--- config.mk ---
export PLATFORM = sky130hd
export DESIGN_NAME = qsim_top
export DESIGN_NICKNAME = d
export VERILOG_FILES = /design/src/verilog/qsim_pkg.sv /design/src/verilog/qsim_cmac.sv /design/src/verilog/qsim_ctrl.sv /design/src/verilog/qsim_mem_seq.sv /design/src/verilog/qsim_top.sv
export SDC_FILE = /design/constraint.sdc
export NUM_CORES = 2
export LEC_CHECK = 0
export ABC_AREA = 1
export BUFFER_PORTS_ARGS = -buffer_cell sky130_fd_sc_hd__buf_2
export CAP_MARGIN = 20
export CORE_MARGIN = 5
export CORE_UTILIZATION = 35
export DETAILED_ROUTE_END_ITERATION = 8
export PLACE_DENSITY = 0.6
export SYNTH_ARGS = -nofsm -noshare
export SYNTH_HDL_FRONTEND = slang
export SYNTH_SLANG_ARGS = --single-unit
--- constraint.sdc ---
create_clock -name clk -period 9.18 [get_ports clk]
set_input_delay 1.377 -clock clk [delete_from_list [all_inputs] [get_ports clk]]
set_output_delay 1.377 -clock clk [all_outputs]
set_load 0.01 [all_outputs]
--- src/verilog/qsim_pkg.sv ---
package qsim_pkg;

  // --------------------
  // Sizes
  // --------------------
  localparam int HALF_W       = 32;
  localparam int FRAC_BITS    = 16;
  localparam int MAX_QUBITS   = 4;
  localparam int MAX_GATES    = 31;
  localparam int STATE_ADDR_W = 5;
  localparam int GATE_ADDR_W  = 13;

  // Widths of the qubit and gate count fields taken from the header
  localparam int QCNT_W = $clog2(MAX_QUBITS + 1);
  localparam int GCNT_W = $clog2(MAX_GATES + 1);

  // --------------------
  // Words and addresses
  // --------------------
  typedef logic [STATE_ADDR_W-1:0] state_addr_t;
  typedef logic [GATE_ADDR_W-1:0]  gate_addr_t;

  // One SRAM word, real part in the upper half
  typedef struct packed {
    logic signed [HALF_W-1:0] re;
    logic signed [HALF_W-1:0] im;
  } cplx_t;

  // Output SRAM write port
  typedef struct packed {
    logic        en;
    state_addr_t addr;
    cplx_t       data;
  } state_wr_t;

  // Scratchpad write port
  typedef struct packed {
    logic       en;
    gate_addr_t addr;
    cplx_t      data;
  } scratch_wr_t;

  // --------------------
  // Control commands
  // --------------------
  typedef struct packed {
    logic load_header;
    logic fetch_next;
    logic row_restart;
    logic gate_done;
    logic store_out;
    logic store_scratch;
    logic clear;
  } mem_cmd_t;

  typedef enum logic [2:0] {
    MAC_IDLE,
    MAC_CLEAR,
    MAC_RR,
    MAC_II,
    MAC_RI,
    MAC_IR
  } mac_op_t;

endpackage

--- src/verilog/qsim_cmac.sv ---
`timescale 1ns/1ps

module qsim_cmac (
  input  logic              clk,
  input  logic              reset_n,
  input  qsim_pkg::mac_op_t mac_op,
  input  logic              from_scratch,
  input  qsim_pkg::cplx_t   gate_data,
  input  qsim_pkg::cplx_t   state_data,
  input  qsim_pkg::cplx_t   scratch_data,
  output qsim_pkg::cplx_t   acc
);

  qsim_pkg::cplx_t src;

  logic signed [qsim_pkg::HALF_W-1:0]   op_a;
  logic signed [qsim_pkg::HALF_W-1:0]   op_b;
  logic signed [2*qsim_pkg::HALF_W-1:0] prod_full;
  logic signed [2*qsim_pkg::HALF_W-1:0] prod_shift;

  // Product stage output and the operation it belongs to
  logic signed [qsim_pkg::HALF_W-1:0]   prod_q;
  qsim_pkg::mac_op_t                    pend_op;

  // Input vector for the first gate, scratchpad after that
  assign src = from_scratch ? scratch_data : state_data;

  // --------------------
  // Operand select
  // --------------------
  always_comb begin
    case (mac_op)
      qsim_pkg::MAC_RR: begin
        op_a = gate_data.re;
        op_b = src.re;
      end
      qsim_pkg::MAC_II: begin
        op_a = gate_data.im;
        op_b = src.im;
      end
      qsim_pkg::MAC_RI: begin
        op_a = gate_data.re;
        op_b = src.im;
      end
      qsim_pkg::MAC_IR: begin
        op_a = gate_data.im;
        op_b = src.re;
      end
      default: begin
        op_a = '0;
        op_b = '0;
      end
    endcase
  end

  // Full signed product, truncated back to the fixed-point grid
  assign prod_full  = op_a * op_b;
  assign prod_shift = prod_full >>> qsim_pkg::FRAC_BITS;

  always_ff @(posedge clk) begin
    prod_q <= prod_shift[qsim_pkg::HALF_W-1:0];
  end

  // --------------------
  // Accumulate
  // --------------------
  always_ff @(posedge clk or negedge reset_n) begin
    if (!reset_n) begin
      pend_op <= qsim_pkg::MAC_IDLE;
      acc     <= '0;
    end else begin
      pend_op <= mac_op;
      if (mac_op == qsim_pkg::MAC_CLEAR) begin
        acc <= '0;
      end else begin
        case (pend_op)
          qsim_pkg::MAC_RR: acc.re <= acc.re + prod_q;
          // i*i term subtracts from the real part
          qsim_pkg::MAC_II: acc.re <= acc.re - prod_q;
          qsim_pkg::MAC_RI,
          qsim_pkg::MAC_IR: acc.im <= acc.im + prod_q;
          default: ;
        endcase
      end
    end
  end

endmodule

--- src/verilog/qsim_ctrl.sv ---
`timescale 1ns/1ps

module qsim_ctrl (
  input  logic               clk,
  input  logic               reset_n,
  input  logic               dut_valid,
  input  qsim_pkg::cplx_t    header,
  output logic               dut_ready,
  output qsim_pkg::mem_cmd_t mem_cmd,
  output qsim_pkg::mac_op_t  mac_op,
  output logic               from_scratch
);

  typedef enum logic [3:0] {
    S_IDLE,
    S_HDR_WAIT,
    S_HDR,
    S_FETCH,
    S_RR,
    S_II,
    S_RI,
    S_IR,
    S_DRAIN,
    S_STORE,
    S_CLEAR,
    S_DONE
  } state_t;

  state_t state;
  state_t next_state;

  // Vector length N and gate count M of the current run
  logic [qsim_pkg::MAX_QUBITS:0]   n_dim;
  logic [qsim_pkg::GCNT_W-1:0]     num_gates;

  logic [qsim_pkg::MAX_QUBITS-1:0] col_cnt;
  logic [qsim_pkg::MAX_QUBITS-1:0] row_cnt;
  logic [qsim_pkg::GCNT_W-1:0]     gate_cnt;

  logic last_col;
  logic last_row;
  logic last_gate;

  assign last_col  = ({1'b0, col_cnt} == n_dim - 1'b1);
  assign last_row  = ({1'b0, row_cnt} == n_dim - 1'b1);
  assign last_gate = (gate_cnt == num_gates - 1'b1);

  assign dut_ready    = (state == S_IDLE) || (state == S_DONE);
  assign from_scratch = (gate_cnt != '0);

  // --------------------
  // State register
  // --------------------
  always_ff @(posedge clk or negedge reset_n) begin
    if (!reset_n) begin
      state <= S_IDLE;
    end else begin
      state <= next_state;
    end
  end

  // Next state and strobes
  always_comb begin
    next_state = state;
    mem_cmd    = '0;
    mac_op     = qsim_pkg::MAC_IDLE;
    case (state)
      S_IDLE: begin
        if (dut_valid) begin
          mem_cmd.load_header = 1'b1;
          next_state          = S_HDR_WAIT;
        end
      end
      S_HDR_WAIT: next_state = S_HDR;
      S_HDR: begin
        mem_cmd.clear = 1'b1;
        mac_op        = qsim_pkg::MAC_CLEAR;
        next_state    = S_FETCH;
      end
      // Wait for the element read to return
      S_FETCH: next_state = S_RR;
      S_RR: begin
        mac_op     = qsim_pkg::MAC_RR;
        next_state = S_II;
      end
      S_II: begin
        mac_op     = qsim_pkg::MAC_II;
        next_state = S_RI;
      end
      S_RI: begin
        mac_op     = qsim_pkg::MAC_RI;
        next_state = S_IR;
      end
      S_IR: begin
        mac_op             = qsim_pkg::MAC_IR;
        mem_cmd.fetch_next = 1'b1;
        if (last_col) begin
          mem_cmd.row_restart = 1'b1;
          next_state          = S_DRAIN;
        end else begin
          next_state = S_FETCH;
        end
      end
      // Last product of the row lands in the accumulator here
      S_DRAIN: next_state = S_STORE;
      S_STORE: begin
        mem_cmd.store_out     = last_gate;
        mem_cmd.store_scratch = !last_gate;
        next_state            = S_CLEAR;
      end
      S_CLEAR: begin
        mac_op = qsim_pkg::MAC_CLEAR;
        if (last_row && last_gate) begin
          next_state = S_DONE;
        end else begin
          mem_cmd.gate_done = last_row;
          next_state        = S_FETCH;
        end
      end
      S_DONE: next_state = S_IDLE;
      default: next_state = S_IDLE;
    endcase
  end

  // --------------------
  // Run counters
  // --------------------
  always_ff @(posedge clk or negedge reset_n) begin
    if (!reset_n) begin
      n_dim     <= '0;
      num_gates <= '0;
      col_cnt   <= '0;
      row_cnt   <= '0;
      gate_cnt  <= '0;
    end else begin
      case (state)
        S_HDR: begin
          // Upper half holds q, lower half holds M
          n_dim     <= {{qsim_pkg::MAX_QUBITS{1'b0}}, 1'b1} << header.re[qsim_pkg::QCNT_W-1:0];
          num_gates <= header.im[qsim_pkg::GCNT_W-1:0];
          col_cnt   <= '0;
          row_cnt   <= '0;
          gate_cnt  <= '0;
        end
        S_IR: begin
          col_cnt <= last_col ? '0 : col_cnt + 1'b1;
        end
        S_CLEAR: begin
          if (last_row) begin
            row_cnt  <= '0;
            gate_cnt <= gate_cnt + 1'b1;
          end else begin
            row_cnt <= row_cnt + 1'b1;
          end
        end
        default: ;
      endcase
    end
  end

endmodule

--- src/verilog/qsim_mem_seq.sv ---
`timescale 1ns/1ps

module qsim_mem_seq (
  input  logic                  clk,
  input  logic                  reset_n,
  input  qsim_pkg::mem_cmd_t    mem_cmd,
  input  logic                  from_scratch,
  input  qsim_pkg::cplx_t       acc,
  output qsim_pkg::state_addr_t in_rd_addr,
  output qsim_pkg::gate_addr_t  gate_rd_addr,
  output qsim_pkg::gate_addr_t  scratch_rd_addr,
  output qsim_pkg::state_wr_t   out_wr,
  output qsim_pkg::scratch_wr_t scratch_wr
);

  // Start of the source vector in the scratchpad
  qsim_pkg::gate_addr_t  scratch_base;
  // Start of the vector being written to the scratchpad
  qsim_pkg::gate_addr_t  scratch_wr_base;
  qsim_pkg::gate_addr_t  scratch_wr_addr;
  qsim_pkg::state_addr_t out_wr_addr;

  // --------------------
  // Read side
  // --------------------
  always_ff @(posedge clk or negedge reset_n) begin
    if (!reset_n) begin
      in_rd_addr      <= '0;
      gate_rd_addr    <= '0;
      scratch_base    <= '0;
      scratch_rd_addr <= '0;
    end else if (mem_cmd.clear) begin
      // State vector starts after the header word
      in_rd_addr      <= qsim_pkg::state_addr_t'(1);
      gate_rd_addr    <= '0;
      scratch_base    <= '0;
      scratch_rd_addr <= '0;
    end else if (mem_cmd.load_header) begin
      in_rd_addr <= '0;
    end else begin
      if (mem_cmd.fetch_next) begin
        gate_rd_addr <= gate_rd_addr + 1'b1;
      end
      // Restart wins over the element advance at row end
      if (mem_cmd.row_restart) begin
        if (from_scratch) begin
          scratch_rd_addr <= scratch_base;
        end else begin
          in_rd_addr <= qsim_pkg::state_addr_t'(1);
        end
      end else if (mem_cmd.fetch_next) begin
        if (from_scratch) begin
          scratch_rd_addr <= scratch_rd_addr + 1'b1;
        end else begin
          in_rd_addr <= in_rd_addr + 1'b1;
        end
      end
      // Next gate reads the vector just written
      if (mem_cmd.gate_done) begin
        scratch_base    <= scratch_wr_base;
        scratch_rd_addr <= scratch_wr_base;
      end
    end
  end

  // --------------------
  // Write side
  // --------------------
  always_ff @(posedge clk or negedge reset_n) begin
    if (!reset_n) begin
      scratch_wr_base <= '0;
      scratch_wr_addr <= '0;
      out_wr_addr     <= '0;
      out_wr          <= '0;
      scratch_wr      <= '0;
    end else begin
      out_wr.en     <= mem_cmd.store_out;
      scratch_wr.en <= mem_cmd.store_scratch;
      if (mem_cmd.clear) begin
        scratch_wr_base <= '0;
        scratch_wr_addr <= '0;
        out_wr_addr     <= '0;
      end
      if (mem_cmd.store_out) begin
        out_wr.addr <= out_wr_addr;
        out_wr.data <= acc;
        out_wr_addr <= out_wr_addr + 1'b1;
      end
      if (mem_cmd.store_scratch) begin
        scratch_wr.addr <= scratch_wr_addr;
        scratch_wr.data <= acc;
        scratch_wr_addr <= scratch_wr_addr + 1'b1;
      end
      if (mem_cmd.gate_done) begin
        scratch_wr_base <= scratch_wr_addr;
      end
    end
  end

endmodule

--- src/verilog/qsim_top.sv ---
`timescale 1ns/1ps

module qsim_top (
  input  logic                  clk,
  input  logic                  reset_n,

  // Run control
  input  logic                  dut_valid,
  output logic                  dut_ready,

  // Input state SRAM
  output qsim_pkg::state_addr_t q_state_input_sram_read_address,
  input  qsim_pkg::cplx_t       q_state_input_sram_read_data,

  // Gate SRAM
  output qsim_pkg::gate_addr_t  q_gates_sram_read_address,
  input  qsim_pkg::cplx_t       q_gates_sram_read_data,

  // Scratchpad SRAM
  output qsim_pkg::gate_addr_t  scratchpad_sram_read_address,
  input  qsim_pkg::cplx_t       scratchpad_sram_read_data,

  // Write ports
  output qsim_pkg::state_wr_t   q_state_output_sram_wr,
  output qsim_pkg::scratch_wr_t scratchpad_sram_wr
);

  qsim_pkg::mem_cmd_t mem_cmd;
  qsim_pkg::mac_op_t  mac_op;
  qsim_pkg::cplx_t    acc;
  logic               from_scratch;

  // --------------------
  // Run sequencing
  // --------------------
  qsim_ctrl ctrl_i (
    .clk          (clk),
    .reset_n      (reset_n),
    .dut_valid    (dut_valid),
    .header       (q_state_input_sram_read_data),
    .dut_ready    (dut_ready),
    .mem_cmd      (mem_cmd),
    .mac_op       (mac_op),
    .from_scratch (from_scratch)
  );

  // --------------------
  // Address and write port generation
  // --------------------
  qsim_mem_seq mem_seq_i (
    .clk             (clk),
    .reset_n         (reset_n),
    .mem_cmd         (mem_cmd),
    .from_scratch    (from_scratch),
    .acc             (acc),
    .in_rd_addr      (q_state_input_sram_read_address),
    .gate_rd_addr    (q_gates_sram_read_address),
    .scratch_rd_addr (scratchpad_sram_read_address),
    .out_wr          (q_state_output_sram_wr),
    .scratch_wr      (scratchpad_sram_wr)
  );

  // --------------------
  // Arithmetic
  // --------------------
  qsim_cmac cmac_i (
    .clk          (clk),
    .reset_n      (reset_n),
    .mac_op       (mac_op),
    .from_scratch (from_scratch),
    .gate_data    (q_gates_sram_read_data),
    .state_data   (q_state_input_sram_read_data),
    .scratch_data (scratchpad_sram_read_data),
    .acc          (acc)
  );

endmodule
**Word-level counts from Yosys, hierarchy flattened**

Cells that the tools add are included.
W data, S select, Z words.

- Memory bits (read-only): 0
- Memory bits (writable): 0
- Memories: 0
- Input bits: 195
- Bits in registers: 349
- Latch bits: 0
- Logic and storage cells: 143
- Output and inout port bits: 180

- Multiply operators: 1
- Add/subtract/negate cells: 13
- Shift operators: 1
- Order comparisons: 0
- Divide/modulo/power cells: 0
- Eq/ne operators: 27
- Bitwise operators: 0
- Reduce and logical (&&, ||, !) cells: 27
- Muxes and demuxes: 49

Operators by type and width:

| cell | number |
|---|---|
| $mux W13 | 16 |
| $pmux W32 S2 | 3 |
| $mux W64 | 2 |
| $add A32 B32 Y32 | 2 |
| $mul A32 B32 Y48 | 1 |
| $mux W5 | 9 |
| $pmux W4 S11 | 1 |
| $add A13 B1 Y13 const B | 3 |
| $mux W32 | 1 |
| $sub A32 B32 Y32 | 1 |
| $mux W4 | 5 |
| $eq A4 B3 Y1 const B | 4 |
| $eq A4 B4 Y1 const B | 4 |
| $pmux W4 S2 | 2 |
| $add A5 B1 Y5 const B | 3 |
| $pmux W3 S5 | 1 |
| $reduce_bool A2 Y1 | 7 |
| $eq A3 B2 Y1 const B | 4 |
| $eq A3 B3 Y1 const B | 4 |
| $reduce_or A2 Y1 | 6 |
| $eq A4 B5 Y1 | 2 |
| $pmux W5 S2 | 1 |
| $sub A5 B1 Y5 const B | 2 |
| $add A4 B1 Y4 const B | 2 |
| other kinds (19) | 32 |

**Longest topological paths before layout**

- Depth after elaboration: 9
- Depth in mapped cells: 44
- Mapped depth without buffers: 42

**Cells and area by module**

A second synthesis with hierarchy kept.

- Cells, all modules: 6576
- Area, all modules: 49965.4 um^2

Modules (own cells, without submodules):

| module | area each (um^2) | times used | cells each | seq. area each (um^2) |
|---|---|---|---|---|
| qsim_cmac | 38724.6 | 1 | 5208 | 2317.2 |
| qsim_mem_seq | 9449.1 | 1 | 1120 | 5580.4 |
| qsim_ctrl | 1791.7 | 1 | 248 | 675.6 |

**Worst setup path after synthesis**

Ideal clock, no wire load.

- Path kind: input to register
- Start: input port q_state_input_sram_read_data[9] (netlist bit)
- End: register cmac_i.prod_q[30] (netlist bit)
- Required time: 9.108 ns
- Setup slack: 1.436 ns
- Library setup time: 0.072 ns
- Data arrival time: 7.673 ns
- Stages: 28
- Buffers on the path: 1
- Path through: o21a_1 -> o21ai_0 -> nand2_1 -> inv_1 -> buf_2 -> nor2_1 -> fa_1 -> inv_1 -> fa_1 -> fa_1 -> fa_1 -> inv_1 -> fa_1 -> inv_1 -> fa_1 -> fa_1 -> fa_1 -> inv_1 -> ha_1 -> inv_1 -> nor3_1 -> inv_1 -> nor2_1 -> inv_1 -> nor3_1 -> nand4_1 -> nand2_1 -> xor2_1

- Cells in the longest elaborated chain, start to end: 3

Ends and longest elaborated chain:

| item | line | source |
|---|---|---|
| from (decl) | qsim_top.sv:13 | `input qsim_pkg::cplx_t q_state_input_sram_read_data,` |
| $mux W64 | qsim_cmac.sv:26 | `assign src = from_scratch ? scratch_data : state_data;` |
| $pmux W32 S2 | qsim_cmac.sv:32 | `case (mac_op)` |
| $mul A32 B32 Y48 | qsim_cmac.sv:57 | `assign prod_full = op_a * op_b;` |
| via cmac_i.prod_full, one bit | qsim_cmac.sv:18 | `logic signed [2*qsim_pkg::HALF_W-1:0] prod_full;` |
| to (signal assigned) | qsim_cmac.sv:61 | `prod_q <= prod_shift[qsim_pkg::HALF_W-1:0];` |
| to (decl) | qsim_cmac.sv:22 | `logic signed [qsim_pkg::HALF_W-1:0] prod_q;` |

The timed path passes the listed nets, and every way through them passes these cells.
A chain may end at the register's enable or synchronous reset.

**Worst setup path after layout**

- Start: register ctrl_i.state[0]
- End: register cmac_i.prod_q[29] (netlist bit)

- Cells in the longest elaborated chain, start to end: 7
- Elaborated cells between the ends (all ways): 19
- Classes of those cells: mul (1); eq/ne (10); mux (3); reduce/logical (5)

Ends and longest elaborated chain:

| item | line | source |
|---|---|---|
| from (decl) | qsim_ctrl.sv:29 | `state_t state;` |
| from (signal assigned) | qsim_ctrl.sv:58 | `state <= next_state;` |
| $eq A4 B2 Y1 / $eq A4 B4 Y1 (equally long branches) | qsim_ctrl.sv:67 | `case (state)` |
| $reduce_or A2 Y1 (no line) | - |  |
| $pmux W3 S5 (*) | qsim_ctrl.sv:67 |  |
| $eq A3 B2 Y1 / $eq A3 B3 Y1 (equally long branches) | qsim_cmac.sv:32 |  |
| $reduce_or A2 Y1 (no line) | - |  |
| $pmux W32 S2 | qsim_cmac.sv:32 |  |
| $mul A32 B32 Y48 (*) | qsim_cmac.sv:57 |  |
| via cmac_i.prod_full, one bit | qsim_cmac.sv:18 |  |

Mark *: on every way through the listed nets, which the timed path passes. The rest lies on a longest branch.

==> flow_metrics.py <==
metrics = {
    "timing": {
        "maxSlewHeadroom_pct": 38.1,
        "setup_viol": 0,
        "finalWorstSetupSlack_ns": 0.399,
        "max_freq_ghz": 0.114,
        "tightest_slew_ns": 0.929,
        "rsz0062_at_grt": "no",
        "post-route-period-util_pct": 95.7,
        "setup-tns-final_ns": 0,
        "whs_ns": 0.466,
        "maxSlewViolCount": 0,
        "clock-skew-final_ns": 0.0173,
        "hold_violations": 0,
        "fin_crit_ns": 8.78,
    },
    "critical_path": {
        "cp-end-kind": "flip-flop",
        "r2r-end": "cmac_i.prod_q[29]",
        "start_kind": "flip-flop",
        "arrival_ns": 9.28,
        "cp_slowest_cell": "fa_1",
        "reg2regPathDepth": 32,
        "cp-startpoint": "ctrl_i.state[0]",
        "rrSetupSlack_ns": 0.40,
        "cp-endpoint": "cmac_i.prod_q[29]",
        "critPathKind": "reg2reg",
        "r2r-start": "ctrl_i.state[0]",
        "crit_path_frequent_cell": "fa_1",
        "required_ns": 9.68,
        "crit_path_max_fanout": 24,
        "max_stage_delay_ns": 0.57,
    },
    "route": {
        "num_vias": 40800,
        "via_per_inst": 5.09,
        "antenna_left": 0,
        "first_pass_iters": 6,
        "drc_errors": 0,
        "avgRoutedWirePerCell_microns": 20.6,
        "routed_wl_mm": 165,
        "first_iter_violations": 3238,
    },
    "min_path": {
        "hp-class": "reg2reg",
        "hold_start": "mem_seq_i.gate_rd_addr[12]",
    },
    "cells_and_area": {
        "final_common_cell": "inv_1",
        "layout_common_cells": "inv_1 (1206), nand2_1 (1116), fa_1 (840), nor2_1 (661), o21ai_0 (381)",
        "layoutNonFillerInstCount": 8023,
        "fin_nets": 7482,
        "syn2layout_area_growth_pct": 12.5,
        "drive_gt1_share_pct": 11.1,
        "fill_cells": 13900,
    },
    "floorplanning": {
        "ios": 375,
        "chipHeight_microns": 380,
        "core_sq_mm": 0.136,
        "die_w_microns": 380,
        "die_area_sq_mm": 0.144,
        "start_util_pct": 35.3,
        "rows": 135,
    },
    "synthesis": {
        "synth_cell_types": 63,
        "synth-edff-count": 0,
        "synth_top_family_by_area": "adder cells",
        "ys.flop_type": "dfrtp_1",
        "ys_seq_area_share_pct": 17.9,
        "synth-simple-area-share_pct": 17.4,
        "synth-seq-cells": 349,
        "synthCells": 5836,
        "synth_fp_nets": 7108,
        "syn_area_sq_mm": 0.0478,
        "synth.avg_cell_area_sq_um": 8.20,
        "ys_warn_count": 0,
        "synth-adder-area-share_pct": 41.4,
        "synth.mux.area_fraction_pct": 0.0209,
        "synth_compound_area_share_pct": 9.51,
        "async_reset_ff_share_pct": 90.8,
        "synth_xor_area_share_pct": 2.20,
    },
    "clocking": {
        "clock_sinks": 349,
        "clk_latency_ns": 0.57,
        "path_clk_slew_ns": 0.06,
        "root_buffer": "clkbuf_16",
        "cts_buffers": 40,
        "cts_max_level": 2,
        "cts_tree": "yes",
        "cts_buffer_depth": 3,
    },
    "placement": {
        "dp_hpwl_mm": 137,
        "place.gp.congestion": 0.958,
        "post-place-ws_ns": 0.323,
        "placed_cells": 7944,
        "port_buffers": 374,
    },
    "status": {
        "outcome": "completed",
    },
    "grt": {
        "grt_pass1_wl_mm": 254,
        "first_global_vias": 42400,
        "grtUsageTotal_pct": 22.8,
        "grt.overflow.total": 0,
        "grt_max_degree": 155,
        "antenna_found_initial": 1,
    },
    "run": {
        "maxCapViolations": 0,
    },
}
cells in the mapped netlist, types with 39 or more instances:
cell type	number	area, sq um
ha_1	237	2970
nand2_1	1117	4190
nor2_1	663	2490
o21ai_0	382	1910
o22ai_1	39	244
xor2_1	84	736
inv_1	1208	4530
fa_1	840	16800
buf_2	55	275
dfrtp_1	317	7930
nand3_1	121	606
clkbuf_1	143	537
a21oi_1	188	941
worst min path at each step:
| stage | to | slack (ns) | cells after the start |
|---|---|---|---|
| after floorplan | mem_seq_i.scratch_wr_base[10] | 0.45 | 2 |
| after global placement | mem_seq_i.gate_rd_addr[12] | 0.46 | 1 |
| after detailed placement | mem_seq_i.gate_rd_addr[12] | 0.46 | 1 |
| after CTS | mem_seq_i.gate_rd_addr[12] | 0.47 | 1 |
| after global routing | mem_seq_i.gate_rd_addr[12] | 0.49 | 1 |
| final | mem_seq_i.gate_rd_addr[12] | 0.47 | 1 |
routing by layer:
layer / vias up / GRT usage (%) / routed length, microns
met2: 1553 / 36.6 / 74600
met4: 0 / 12.3 / 11100
met5: - / 0 / 0
met3: 442 / 3.33 / 11500
met1: 20400 / 29.8 / 67900
li1: 18400 / - / -
metrics by stage:
| step | util [%] | instance area (sq um) |
|---|---|---|
| after floorplan | - | 47800 |
| after global placement | 38.6 | 52300 |
| after detailed placement | 38.6 | 52300 |
| after CTS | 39.6 | 53700 |
| after global routing | 39.7 | 53800 |
| final | 39.7 | 53800 |
worst max-delay path: cells and delay by family (launching register included):
family                   cells  cell delay, ns
AO/OA/AOI/OAI                3            0.59
XOR/XNOR                     1            0.13
adder cells (fa/ha/maj)      9            4.42
buffers and inverters       10            1.52
flip-flops                   1            0.44
AND/OR/NAND/NOR              9            1.62
logic make-up (layout without fill, tap and decap cells):
logic type	after synthesis	in the layout
multiplexers	1	1
adder cells (fa/ha/maj)	1077	1077
XOR/XNOR	120	120
buffers and inverters	1445	1850
other	0	1
AO/OA/AOI/OAI	791	791
flip-flops	349	349
AND/OR/NAND/NOR	2053	2053
area by class of cell:
cell class              instances  area (sq um)  share of cell area, %
repair buffers                546          3270                   6.07
diodes                          1          2.50                0.00465
flip-flops and latches        349          8570                   15.9
well taps                    1781          2230                   4.14
clock inverters                21           264                  0.491
inverters                    1231          4630                   8.60
clock buffers                  52          1120                   2.07
multi-input cells            4042         33700                   62.7
what timing repair did:
| item | 4_1_cts | 5_1_grt |
|---|---|---|
| hold buffers | 0 | 0 |
| gates resized for setup | 0 | 5 |
| buffers inserted | 0 | 2 |
| setup endpoints to repair | 0 | 2 |
state kept, by name, indices dropped and copies added, names as in the netlist, 5 cells and up:
name	flops
mem_seq_i.scratch_wr_addr	13
mem_seq_i.scratch_rd_addr	13
mem_seq_i.out_wr	70
ctrl_i.n_dim	5
mem_seq_i.scratch_wr	78
ctrl_i.num_gates	5
mem_seq_i.scratch_base	13
cmac_i.acc	64
cmac_i.prod_q	32
mem_seq_i.gate_rd_addr	13
ctrl_i.gate_cnt	5
mem_seq_i.in_rd_addr	5
mem_seq_i.out_wr_addr	5
mem_seq_i.scratch_wr_base	13
Power is not shown: default switching activity piles up to over one toggle a cycle in this logic, so the estimate is an artifact.
